<file path="src/rtl/amo_pkg.sv">
package amo_pkg;

    // Bus geometry
    localparam int unsigned AddrWidth = 32;
    localparam int unsigned DataWidth = 64;
    localparam int unsigned IdWidth   = 4;
    localparam int unsigned StrbWidth = DataWidth / 8;

    // Default processor word that the top level passes down as WORD_WIDTH
    localparam int unsigned WordWidth = 32;

    // Atomic code fields
    localparam logic [1:0] AtopStore     = 2'b01;
    localparam logic [1:0] AtopLoad      = 2'b10;
    localparam logic [5:0] AtopSwap      = 6'b110000;
    localparam logic       AtopLittleEnd = 1'b0;

    // Response codes
    localparam logic [1:0] RespOkay   = 2'b00;
    localparam logic [1:0] RespSlvErr = 2'b10;

    // Lower eight values follow the 3-bit operation field of the atomic code
    typedef enum logic [3:0] {
        ADD  = 4'd0,
        CLR  = 4'd1,
        EOR  = 4'd2,
        SET  = 4'd3,
        SMAX = 4'd4,
        SMIN = 4'd5,
        UMAX = 4'd6,
        UMIN = 4'd7,
        SWAP = 4'd8
    } amo_op_e;

    typedef enum logic [1:0] {
        AMO_INVALID = 2'd0,
        AMO_LOAD    = 2'd1,
        AMO_STORE   = 2'd2
    } amo_class_e;

    typedef struct packed {
        logic [5:0]           atop;
        logic [AddrWidth-1:0] addr;
        logic [2:0]           size;
        logic [7:0]           len;
        logic                 lock;
        logic [IdWidth-1:0]   id;
        logic [DataWidth-1:0] wdata;
        logic [StrbWidth-1:0] strb;
    } amo_req_t;

    typedef struct packed {
        logic [IdWidth-1:0]   id;
        logic [1:0]           resp;
        logic [WordWidth-1:0] rdata;
    } amo_rsp_t;

    typedef struct packed {
        logic                 we;
        logic [AddrWidth-1:0] addr;
        logic [DataWidth-1:0] wdata;
        logic [StrbWidth-1:0] strb;
    } mem_req_t;

endpackage

</file>
<file path="src/rtl/amo_decoder.sv">
module amo_decoder #(
    parameter int unsigned WORD_WIDTH = amo_pkg::WordWidth
) (
    input  amo_pkg::amo_req_t   req_i,
    output amo_pkg::amo_class_e class_o,
    output amo_pkg::amo_op_e    op_o
);

    // Largest size code that still fits in one processor word
    localparam logic [2:0] MaxSize = 3'($clog2(WORD_WIDTH / 8));

    logic is_swap;
    logic little_end;

    assign is_swap    = (req_i.atop == amo_pkg::AtopSwap);
    assign little_end = (req_i.atop[3] == amo_pkg::AtopLittleEnd);

    always_comb begin
        class_o = amo_pkg::AMO_INVALID;
        if (is_swap) begin
            class_o = amo_pkg::AMO_LOAD;
        end else if (little_end && req_i.atop[5:4] == amo_pkg::AtopLoad) begin
            class_o = amo_pkg::AMO_LOAD;
        end else if (little_end && req_i.atop[5:4] == amo_pkg::AtopStore) begin
            class_o = amo_pkg::AMO_STORE;
        end

        // Bursts, exclusive accesses and oversized accesses are rejected
        if (req_i.len != 8'd0 || req_i.lock || req_i.size > MaxSize) begin
            class_o = amo_pkg::AMO_INVALID;
        end
    end

    always_comb begin
        if (is_swap) begin
            op_o = amo_pkg::SWAP;
        end else begin
            op_o = amo_pkg::amo_op_e'({1'b0, req_i.atop[2:0]});
        end
    end

endmodule

</file>
<file path="src/rtl/amo_alu.sv">
module amo_alu #(
    parameter int unsigned WORD_WIDTH = amo_pkg::WordWidth
) (
    input  amo_pkg::amo_op_e        op_i,
    input  logic [WORD_WIDTH-1:0]   operand_a_i,
    input  logic [WORD_WIDTH-1:0]   operand_b_i,
    output logic [WORD_WIDTH-1:0]   result_o
);

    logic signed_gt;
    logic unsigned_gt;

    // Operand a is the old memory word and b comes with the request
    assign signed_gt   = ($signed(operand_a_i) > $signed(operand_b_i));
    assign unsigned_gt = (operand_a_i > operand_b_i);

    always_comb begin
        unique case (op_i)
            amo_pkg::ADD: begin
                result_o = operand_a_i + operand_b_i;
            end
            amo_pkg::CLR: begin
                result_o = operand_a_i & ~operand_b_i;
            end
            amo_pkg::EOR: begin
                result_o = operand_a_i ^ operand_b_i;
            end
            amo_pkg::SET: begin
                result_o = operand_a_i | operand_b_i;
            end
            amo_pkg::SMAX: begin
                result_o = signed_gt ? operand_a_i : operand_b_i;
            end
            amo_pkg::SMIN: begin
                result_o = signed_gt ? operand_b_i : operand_a_i;
            end
            amo_pkg::UMAX: begin
                result_o = unsigned_gt ? operand_a_i : operand_b_i;
            end
            amo_pkg::UMIN: begin
                result_o = unsigned_gt ? operand_b_i : operand_a_i;
            end
            amo_pkg::SWAP: begin
                result_o = operand_b_i;
            end
            default: begin
                result_o = operand_b_i;
            end
        endcase
    end

endmodule

</file>
<file path="src/rtl/amo_lane.sv">
module amo_lane #(
    parameter int unsigned WORD_WIDTH = amo_pkg::WordWidth
) (
    input  logic [amo_pkg::AddrWidth-1:0] addr_i,
    input  logic [amo_pkg::StrbWidth-1:0] strb_i,
    input  logic [amo_pkg::DataWidth-1:0] rdata_i,
    input  logic [amo_pkg::DataWidth-1:0] wdata_i,
    input  logic [WORD_WIDTH-1:0]         result_i,
    output logic [WORD_WIDTH-1:0]         old_word_o,
    output logic [WORD_WIDTH-1:0]         operand_o,
    output logic [amo_pkg::DataWidth-1:0] wdata_o
);

    localparam int unsigned Ratio      = amo_pkg::DataWidth / WORD_WIDTH;
    localparam int unsigned WordOffset = $clog2(WORD_WIDTH / 8);
    localparam int unsigned BusOffset  = $clog2(amo_pkg::StrbWidth);

    logic [amo_pkg::DataWidth-1:0]    byte_mask;
    logic [Ratio-1:0][WORD_WIDTH-1:0] rd_lanes;
    logic [Ratio-1:0][WORD_WIDTH-1:0] wd_lanes;
    logic [Ratio-1:0][WORD_WIDTH-1:0] res_lanes;

    // One strobe bit covers a full byte
    always_comb begin
        for (int i = 0; i < amo_pkg::StrbWidth; i++) begin
            byte_mask[i*8 +: 8] = {8{strb_i[i]}};
        end
    end

    assign rd_lanes = rdata_i & byte_mask;
    assign wd_lanes = wdata_i & byte_mask;

    if (Ratio == 1) begin : g_single_lane
        assign old_word_o = rd_lanes[0];
        assign operand_o  = wd_lanes[0];
        assign res_lanes  = result_i;
    end else begin : g_multi_lane
        logic [BusOffset-WordOffset-1:0] lane_idx;

        // Address bits right above the word offset pick the lane
        assign lane_idx   = addr_i[BusOffset-1:WordOffset];
        assign old_word_o = rd_lanes[lane_idx];
        assign operand_o  = wd_lanes[lane_idx];

        always_comb begin
            res_lanes           = '0;
            res_lanes[lane_idx] = result_i;
        end
    end

    assign wdata_o = res_lanes;

endmodule

</file>
<file path="src/rtl/amo_sequencer.sv">
module amo_sequencer #(
    parameter int unsigned WORD_WIDTH = amo_pkg::WordWidth
) (
    input  logic                          clk_i,
    input  logic                          rst_ni,
    input  logic                          req_valid_i,
    output logic                          req_ready_o,
    input  amo_pkg::amo_req_t             req_i,
    input  amo_pkg::amo_class_e           class_i,
    input  amo_pkg::amo_op_e              op_i,
    output amo_pkg::amo_op_e              op_o,
    output amo_pkg::amo_req_t             held_req_o,
    input  logic [WORD_WIDTH-1:0]         old_word_i,
    input  logic [amo_pkg::DataWidth-1:0] new_wdata_i,
    output logic                          mem_req_valid_o,
    input  logic                          mem_req_ready_i,
    output amo_pkg::mem_req_t             mem_req_o,
    input  logic                          mem_rsp_valid_i,
    input  logic [amo_pkg::DataWidth-1:0] mem_rdata_i,
    output logic [amo_pkg::DataWidth-1:0] read_data_o,
    output logic                          rsp_valid_o,
    output amo_pkg::amo_rsp_t             rsp_o
);

    typedef enum logic [2:0] {
        IDLE, ERROR_RESP, READ_REQ, READ_WAIT, WRITE_REQ, WRITE_WAIT, RESP
    } state_e;

    state_e                        state_d, state_q;
    amo_pkg::amo_req_t             req_q;
    amo_pkg::amo_class_e           class_q;
    amo_pkg::amo_op_e              op_q;
    logic [amo_pkg::DataWidth-1:0] read_data_q;
    logic                          req_accept;

    assign req_ready_o = (state_q == IDLE);
    assign req_accept  = req_valid_i && req_ready_o;

    always_comb begin
        state_d = state_q;
        unique case (state_q)
            IDLE: begin
                if (req_accept) begin
                    state_d = (class_i == amo_pkg::AMO_INVALID) ? ERROR_RESP : READ_REQ;
                end
            end
            READ_REQ: begin
                if (mem_req_ready_i) begin
                    state_d = READ_WAIT;
                end
            end
            READ_WAIT: begin
                if (mem_rsp_valid_i) begin
                    state_d = WRITE_REQ;
                end
            end
            WRITE_REQ: begin
                if (mem_req_ready_i) begin
                    state_d = WRITE_WAIT;
                end
            end
            WRITE_WAIT: begin
                if (mem_rsp_valid_i) begin
                    state_d = RESP;
                end
            end
            ERROR_RESP, RESP: begin
                state_d = IDLE;
            end
            default: begin
                state_d = IDLE;
            end
        endcase
    end

    always_ff @(posedge clk_i or negedge rst_ni) begin
        if (!rst_ni) begin
            state_q <= IDLE;
        end else begin
            state_q <= state_d;
        end
    end

    // Captured request payload and read data
    always_ff @(posedge clk_i) begin
        if (req_accept) begin
            req_q   <= req_i;
            class_q <= class_i;
            op_q    <= op_i;
        end
        if (state_q == READ_WAIT && mem_rsp_valid_i) begin
            read_data_q <= mem_rdata_i;
        end
    end

    assign op_o        = op_q;
    assign held_req_o  = req_q;
    assign read_data_o = read_data_q;

    // Write data only appears on the write phase
    assign mem_req_valid_o = (state_q == READ_REQ) || (state_q == WRITE_REQ);
    assign mem_req_o.we    = (state_q == WRITE_REQ);
    assign mem_req_o.addr  = req_q.addr;
    assign mem_req_o.wdata = (state_q == WRITE_REQ) ? new_wdata_i : '0;
    assign mem_req_o.strb  = req_q.strb;

    assign rsp_valid_o = (state_q == RESP) || (state_q == ERROR_RESP);
    assign rsp_o.id    = req_q.id;

    always_comb begin
        if (state_q == ERROR_RESP) begin
            rsp_o.resp  = amo_pkg::RespSlvErr;
            rsp_o.rdata = '1;
        end else begin
            rsp_o.resp  = amo_pkg::RespOkay;
            // Stores return no data
            if (class_q == amo_pkg::AMO_STORE) begin
                rsp_o.rdata = '0;
            end else begin
                rsp_o.rdata = amo_pkg::WordWidth'(old_word_i);
            end
        end
    end

    a_mem_req_stable: assert property (
        @(posedge clk_i) disable iff (!rst_ni)
        mem_req_valid_o && !mem_req_ready_i |=> mem_req_valid_o && $stable(mem_req_o)
    );

    a_no_rsp_in_idle: assert property (
        @(posedge clk_i) disable iff (!rst_ni)
        state_q == IDLE |-> !mem_rsp_valid_i
    );

endmodule

</file>
<file path="src/rtl/amo_adapter.sv">
module amo_adapter #(
    parameter int unsigned WORD_WIDTH = amo_pkg::WordWidth
) (
    input  logic                          clk_i,
    input  logic                          rst_ni,
    input  logic                          req_valid_i,
    output logic                          req_ready_o,
    input  amo_pkg::amo_req_t             req_i,
    output logic                          mem_req_valid_o,
    input  logic                          mem_req_ready_i,
    output amo_pkg::mem_req_t             mem_req_o,
    input  logic                          mem_rsp_valid_i,
    input  logic [amo_pkg::DataWidth-1:0] mem_rdata_i,
    output logic                          rsp_valid_o,
    output amo_pkg::amo_rsp_t             rsp_o
);

    amo_pkg::amo_class_e           dec_class;
    amo_pkg::amo_op_e              dec_op;
    amo_pkg::amo_op_e              held_op;
    amo_pkg::amo_req_t             held_req;
    logic [amo_pkg::DataWidth-1:0] read_data;
    logic [amo_pkg::DataWidth-1:0] new_wdata;
    logic [WORD_WIDTH-1:0]         old_word;
    logic [WORD_WIDTH-1:0]         operand;
    logic [WORD_WIDTH-1:0]         result;

    // Decoder judges the incoming request before acceptance
    amo_decoder #(
        .WORD_WIDTH ( WORD_WIDTH )
    ) i_decoder (
        .req_i   ( req_i     ),
        .class_o ( dec_class ),
        .op_o    ( dec_op    )
    );

    amo_sequencer #(
        .WORD_WIDTH ( WORD_WIDTH )
    ) i_sequencer (
        .clk_i           ( clk_i           ),
        .rst_ni          ( rst_ni          ),
        .req_valid_i     ( req_valid_i     ),
        .req_ready_o     ( req_ready_o     ),
        .req_i           ( req_i           ),
        .class_i         ( dec_class       ),
        .op_i            ( dec_op          ),
        .op_o            ( held_op         ),
        .held_req_o      ( held_req        ),
        .old_word_i      ( old_word        ),
        .new_wdata_i     ( new_wdata       ),
        .mem_req_valid_o ( mem_req_valid_o ),
        .mem_req_ready_i ( mem_req_ready_i ),
        .mem_req_o       ( mem_req_o       ),
        .mem_rsp_valid_i ( mem_rsp_valid_i ),
        .mem_rdata_i     ( mem_rdata_i     ),
        .read_data_o     ( read_data       ),
        .rsp_valid_o     ( rsp_valid_o     ),
        .rsp_o           ( rsp_o           )
    );

    amo_lane #(
        .WORD_WIDTH ( WORD_WIDTH )
    ) i_lane (
        .addr_i     ( held_req.addr  ),
        .strb_i     ( held_req.strb  ),
        .rdata_i    ( read_data      ),
        .wdata_i    ( held_req.wdata ),
        .result_i   ( result         ),
        .old_word_o ( old_word       ),
        .operand_o  ( operand        ),
        .wdata_o    ( new_wdata      )
    );

    amo_alu #(
        .WORD_WIDTH ( WORD_WIDTH )
    ) i_alu (
        .op_i        ( held_op  ),
        .operand_a_i ( old_word ),
        .operand_b_i ( operand  ),
        .result_o    ( result   )
    );

endmodule

</file>
<file path="config.mk">
export PLATFORM = sky130hd
export DESIGN_NAME = amo_adapter
export DESIGN_NICKNAME = d
export VERILOG_FILES = /design/src/rtl/amo_pkg.sv /design/src/rtl/amo_decoder.sv /design/src/rtl/amo_alu.sv /design/src/rtl/amo_lane.sv /design/src/rtl/amo_sequencer.sv /design/src/rtl/amo_adapter.sv
export SDC_FILE = /design/constraint.sdc
export NUM_CORES = 1
export LEC_CHECK = 0
export BUFFER_PORTS_ARGS = -buffer_cell sky130_fd_sc_hd__buf_4
export CAP_MARGIN = 15
export CELL_PAD_IN_SITES_DETAIL_PLACEMENT = 1
export CELL_PAD_IN_SITES_GLOBAL_PLACEMENT = 2
export CORE_MARGIN = 2
export CORE_UTILIZATION = 29
export DETAILED_ROUTE_END_ITERATION = 8
export PLACE_DENSITY_LB_ADDON = 0.25
export SYNTH_ARGS = -nofsm -noshare
export SYNTH_HDL_FRONTEND = slang
export SYNTH_SLANG_ARGS = --single-unit
</file>
<file path="constraint.sdc">
create_clock -name clk_i -period 5.2 [get_ports clk_i]
set_clock_uncertainty 0.15 [all_clocks]
set_input_delay 0.78 -clock clk_i [delete_from_list [all_inputs] [get_ports clk_i]]
set_output_delay 0.78 -clock clk_i [all_outputs]
set_load 0.02 [all_outputs]
</file>
Yosys cells after proc, flatten, opt, wreduce, memory -nomap -nowiden
Index checks and enable logic that the tools add are counted.
{ "word_totals": {"elab_cells": 85, "reg_bits": 181, "output_inout_bits": 146} }
{ "classes": {"magnitude_cmp": 5, "n_bitwise": 8, "n_mux": 26, "addsub": 1, "eq_ne": 22, "reduce_logical": 14} }
{ "ops": {"columns": ["operator", "n"], "rows": [
  ["$mux 32", 10],
  ["$pmux 32 s8", 1],
  ["$and 64x64->64", 3],
  ["$gt 32x32->1", 2],
  ["$mux 64", 1],
  ["$mux 34", 1],
  ["$add 32x32->32", 1],
  ["$and 32x32->32", 1],
  ["$demux 32 s1", 1],
  ["$not 32->32", 1],
  ["$or 32x32->32", 1],
  ["$xor 32x32->32", 1],
  ["$eq 4x3->1 const B", 4],
  ["$mux 3", 5],
  ["$pmux 3 s5", 1],
  ["$mux 2", 5],
  ["$ne 2x2->1 const B", 5],
  ["$eq 3x3->1 const B", 3],
  ["$eq 4x2->1 const B", 2],
  ["$reduce_bool 8->1", 1],
  ["$eq 3x2->1 const B", 2],
  ["$eq 6x6->1 const B", 1],
  ["$logic_and 1x1->1", 5],
  ["$reduce_and 5->1", 1],
  ["13 further kinds", 17]
]} }

Depth between registers and ports, before layout
{ "depth": {"depth_word": 10, "depth_mapped": 19} }

Cells and area by module
A second synthesis with hierarchy kept.
{ "unflattened": {"hier_cells": 1280, "hier_area_um2": 13494.2} }
{ "by_module_without_submodules": {"columns": ["module", "instances", "area_each_um2", "cells_per_inst"], "rows": [
  ["amo_sequencer", 1, 7279.5, 389],
  ["amo_alu", 1, 4911.0, 718],
  ["amo_lane", 1, 1197.4, 159],
  ["amo_decoder", 1, 106.4, 14]
]} }

Worst setup path before layout
OpenSTA, ideal clock, no wires.
{ "synth_timing": {"path_kind": "register to output", "start": "reg i_sequencer.req_q, in the netlist i_sequencer.held_req_o[90]", "end": "out mem_req_o[24] (netlist name)", "setup_slack_ps": -288, "n_path_buf": 5, "path_stages_with_launch": 19, "arrival_ps": 4558, "cell_sequence": "edfxtp_1 > buf_6 > and2_4 > buf_6 > clkbuf_1 > a22oi_1 > inv_1 > ha_1 > clkbuf_1 > nor4_1 > nand4_1 > or2_0 > buf_2 > a22oi_4 > mux2i_1 > a21oi_1 > o21ai_0 > a21oi_1 > o31ai_1"} }
{ "synth_lines": {"columns": ["element", "line_no", "text"], "rows": [
  ["start, declared", "amo_sequencer.sv:30", "amo_pkg::amo_req_t req_q;"],
  ["start signal, assigned", "amo_sequencer.sv:87", "req_q <= req_i;"],
  ["end, declared", "amo_adapter.sv:11", "output amo_pkg::mem_req_t mem_req_o,"]
]} }

==> run_results.csv <==
group,metric,value,unit
global_routing,antenna_violations_before_repair,0,
timing,max_freq,172,MHz
place,placed_cell_count,2384,
die,core-area,42900,sq um
clock_tree,number_of_buffers_added_by_the_clock_tree_synthesis_step,17,
clock_tree,clk_sink_count,181,
timing,slew_headroom,33.9,%
clock_tree,ctsLongestPathBuffers,2,
clock_tree,tritoncts,"done",
clock_tree,ctsRootBufferMaster,"sky130_fd_sc_hd__clkbuf_16",
place,finalWeightedCongestion,0.904,
worst_setup_path,critical_path.max_stage_delay,0.44,ns
hold_path,hold_path_startpoint,"mem_rdata_i[4]",
yosys,synth.lib_cells_used.distinct,82,
worst_setup_path,critical_path.endpoint_type,"output port",
worst_setup_path,critical_path_peak_fanout,4,
die,die_area,44900,sq um
worst_setup_path,r2r_setup_slack,2.48,ns
worst_setup_path,regToRegEndpoint,"i_sequencer.held_req_o[89]",
place,place.port_buffers,339,
timing,period_share,112,%
yosys,mappedNetlistArea,12500,sq um
worst_setup_path,critical_path_arrival,4.90,ns
finish,synthToLayoutAreaGrowth,68.5,%
clock_tree,path_clk_slew,0.08,ns
worst_setup_path,worstSetupPathType,"reg -> out",
outcome,violations,"setup timing",
global_routing,grt_start_max_net_pins,58,
die,top_level_i_o_count,341,
yosys,synth_commonest_cells,"sky130_fd_sc_hd__edfxtp_1, sky130_fd_sc_hd__nor2_1, sky130_fd_sc_hd__a21oi_1, sky130_fd_sc_hd__ha_1, sky130_fd_sc_hd__o21ai_0",
finish,final_nets,2182,
timing,worst_slack,-0.626,ns
worst_setup_path,worstPathRequired,4.27,ns
drt,post_detailed_route_wirelength_per_cell,24.0,um
drt,drt_drc_violations_left,0,
worst_setup_path,path_common_cell,"sky130_fd_sc_hd__buf_6",
timing,hold_violations,0,
yosys,synth_top_area_share,42.7,%
yosys,synth_enable_flop_cells,178,
yosys,synth.avg_cell_area,9.76,sq um
timing,grt_setup_unrepaired,"yes",
yosys,synth_top_area_cell,"sky130_fd_sc_hd__edfxtp_1",
global_routing,overflow,0,
yosys,synth-seq-cells,181,
place,place_worst_setup_slack,-0.780,ns
place,post-dp-hpwl,44.8,mm
finish,stdcell_count,2490,
yosys,yosysWarnings,0,
drt,antenna_violation_net_count_after_detailed_routing,0,
pwr,power.leakage,8.70,nW
yosys,synth_sequential_area_ratio,43.3,%
yosys,synthArstFlopShare,1.66,%
die,die_height,212,um
finish,final_layout_size_suffix_gt1_share,55.9,%
hold_path,min_to,"i_sequencer.read_data_o[4]",
outcome,status,"complete, but fails checks",
drt,drt_first_pass_iters,5,
drt,drt-vias-per-instance,5.21,
hold_path,hold_path_class,"in -> reg",
die,floorplan.rows,76,
die,floorplan.die.width,212,um
flow_run,max-cap-violations,0,
worst_setup_path,crit_path_top_delay_cell,"sky130_fd_sc_hd__edfxtp_1",
timing,setup_viol,64,
global_routing,global_route_wire_length_before_repair,86.9,mm
hold_path,cells_on_worst_hold_path,1,
worst_setup_path,timing.reg2reg.worst_path_depth,3,
yosys,synth_top_cells_by_area,"sky130_fd_sc_hd__edfxtp_1, sky130_fd_sc_hd__ha_1, sky130_fd_sc_hd__a21oi_1",
global_routing,via_count_of_the_first_global_routing_pass,13500,
pwr,vdd.ir_drop.worst,0.000445,V
finish,nFillCells,4698,
yosys,synth.most_common_cell,"sky130_fd_sc_hd__edfxtp_1",
drt,dr.first_iter.drc_count,780,
worst_setup_path,rr_startpoint,"i_sequencer.state_q[0]",
clock_tree,htree_levels,4,
yosys,postSynthCellCount,1284,
pwr,power_per_cell_area,446,nW/um^2
worst_setup_path,cpLargestDelayFamily,"buffers and inverters",
drt,aggregate_routed_wire_length,59.9,mm
die,initial_utilization,29.2,%
finish,insertedDiodeCount,0,
timing,fin_crit,5.83,ns
timing,transition_time_of_the_tightest_slew_check_pin,0.989,ns
timing,final-max-slew-violation-count,0,
yosys,postSynth.topFlopCell,"sky130_fd_sc_hd__edfxtp_1",
finish,area.sequential,5420,sq um
clock_tree,worstSkewPairLatency,0.49,ns
global_routing,gr-usage-all-layers,26.4,%
worst_setup_path,crit_buf_inv,11,
worst_setup_path,crit_path_start_kind,"flip-flop",
worst_setup_path,cp_cell_sequence,"buf_6, and2_4, buf_6, buf_6, a22oi_2, inv_2, ha_4, nor4_4, buf_4, nand4_1, buf_4, nor2_1, a21oi_1, buf_4, a21oi_4, a211oi_4, buf_6, buf_6, or2_1, a32oi_2, buf_4, nor2b_4, buf_6",
drt,via_count,13000,
finish,multi_input_gate_area,8170,sq um
yosys,syn_nets,1574,
## where the power goes
| part | switching, mW | leakage [nW] | total, mW | internal, mW |
|---|---|---|---|---|
| Sequential | 0.141 | 1.67 | 2.07 | 1.93 |
| Combinational | 3.36 | 6.75 | 6.02 | 2.66 |
| Clock | 0.642 | 0.281 | 1.32 | 0.681 |
| Total | 4.14 | 8.70 | 9.41 | 5.27 |
## worst reg2reg max path: cells and delay by family (launching register included)
kind                   cells  cell delay (ns)
buffers and inverters      1             0.55
and+or+nand+nor            2             1.12
DFF                        1             0.53
## cells in the final DEF (no fill, tap or decap), drive strengths merged, types with 17 or more instances in the layout
cell / instances
nand2: 69
clkbuf: 19
buf: 717
inv: 96
a22oi: 39
o21ai: 88
a211oi: 36
nor3: 37
a21oi: 99
ha: 94
nor2b: 18
o221ai: 18
and2: 17
a221oi: 19
a22o: 34
nor2: 110
edfxtp: 178
## worst max-delay path by stage
stage | startpoint | end | slack (ns) | depth (start not counted)
floorplan | i_sequencer.held_req_o[90] | mem_req_o[24] | -0.07 | 18
global placement | i_sequencer.held_req_o[2] | mem_req_o[32] | -0.78 | 21
detailed placement | i_sequencer.held_req_o[2] | mem_req_o[32] | -0.78 | 20
CTS | i_sequencer.held_req_o[90] | mem_req_o[30] | -0.60 | 21
global route | i_sequencer.held_req_o[90] | mem_req_o[62] | -0.85 | 22
finish | i_sequencer.held_req_o[90] | mem_req_o[62] | -0.63 | 23
## cells by family after synthesis
family          synth area share [%]
other cells                   0.0299
buf+inv                         8.23
flops                           43.3
simple gates                    12.3
mux                            0.999
fa+ha+maj                       9.55
xor+xnor                        1.54
compound gates                  24.0
## area by class of cell
class,count,area share (%)
inverter,88,1.56
timing repair buffer,719,27.8
clock buffer,18,2.03
sequential,181,25.7
tap,585,3.47
clock inverter,14,0.753
multi-input combinational,885,38.7
## per-stage QoR
step / TNS (ns) / total power [mW] / utilization (%) / hold WS [ns] / cell area, sq um
after floorplan: -0.104 / 4.43 / - / 0.334 / 12700
after global placement: -35.51 / 6.63 / 41.1 / 0.425 / 17600
after detailed placement: -38.71 / 6.70 / 41.1 / 0.427 / 17600
after CTS: -28.90 / 8.99 / 47.4 / 0.279 / 20300
after global routing: -42.66 / 9.87 / 49.2 / 0.281 / 21100
final: -31.53 / 9.41 / 49.2 / 0.309 / 21100
## registers in the layout, indices dropped and copies added (netlist names)
signal,cells
i_sequencer.held_req_o,108
i_sequencer.read_data_o,64
i_sequencer.op_o,4
i_sequencer.state_q,3
i_sequencer.class_q,2
## repair_timing
| action | in CTS | in global routing |
|---|---|---|
| pin swaps | 119 | 71 |
| hold endpoints to repair | 3 | 0 |
| endpoints found under the setup margin | 64 | 64 |
| hold buffers | 1 | 0 |
| gates cloned | 5 | 2 |
| resized for setup | 342 | 123 |
| setup buffers | 52 | 32 |
## metal layers
layer  GRT usage [%]  wire [um]  part of all wire, %  vias up
met5               0          0                    0        -
met4            5.39       1030                  1.7        0
met3            5.92       3430                  5.7       56
met2            42.5      28200                   47      378
met1            36.2      27200                   46     6565
li1                -          -                    -     5964
Note: power is estimated with default switching activity, not from simulation.
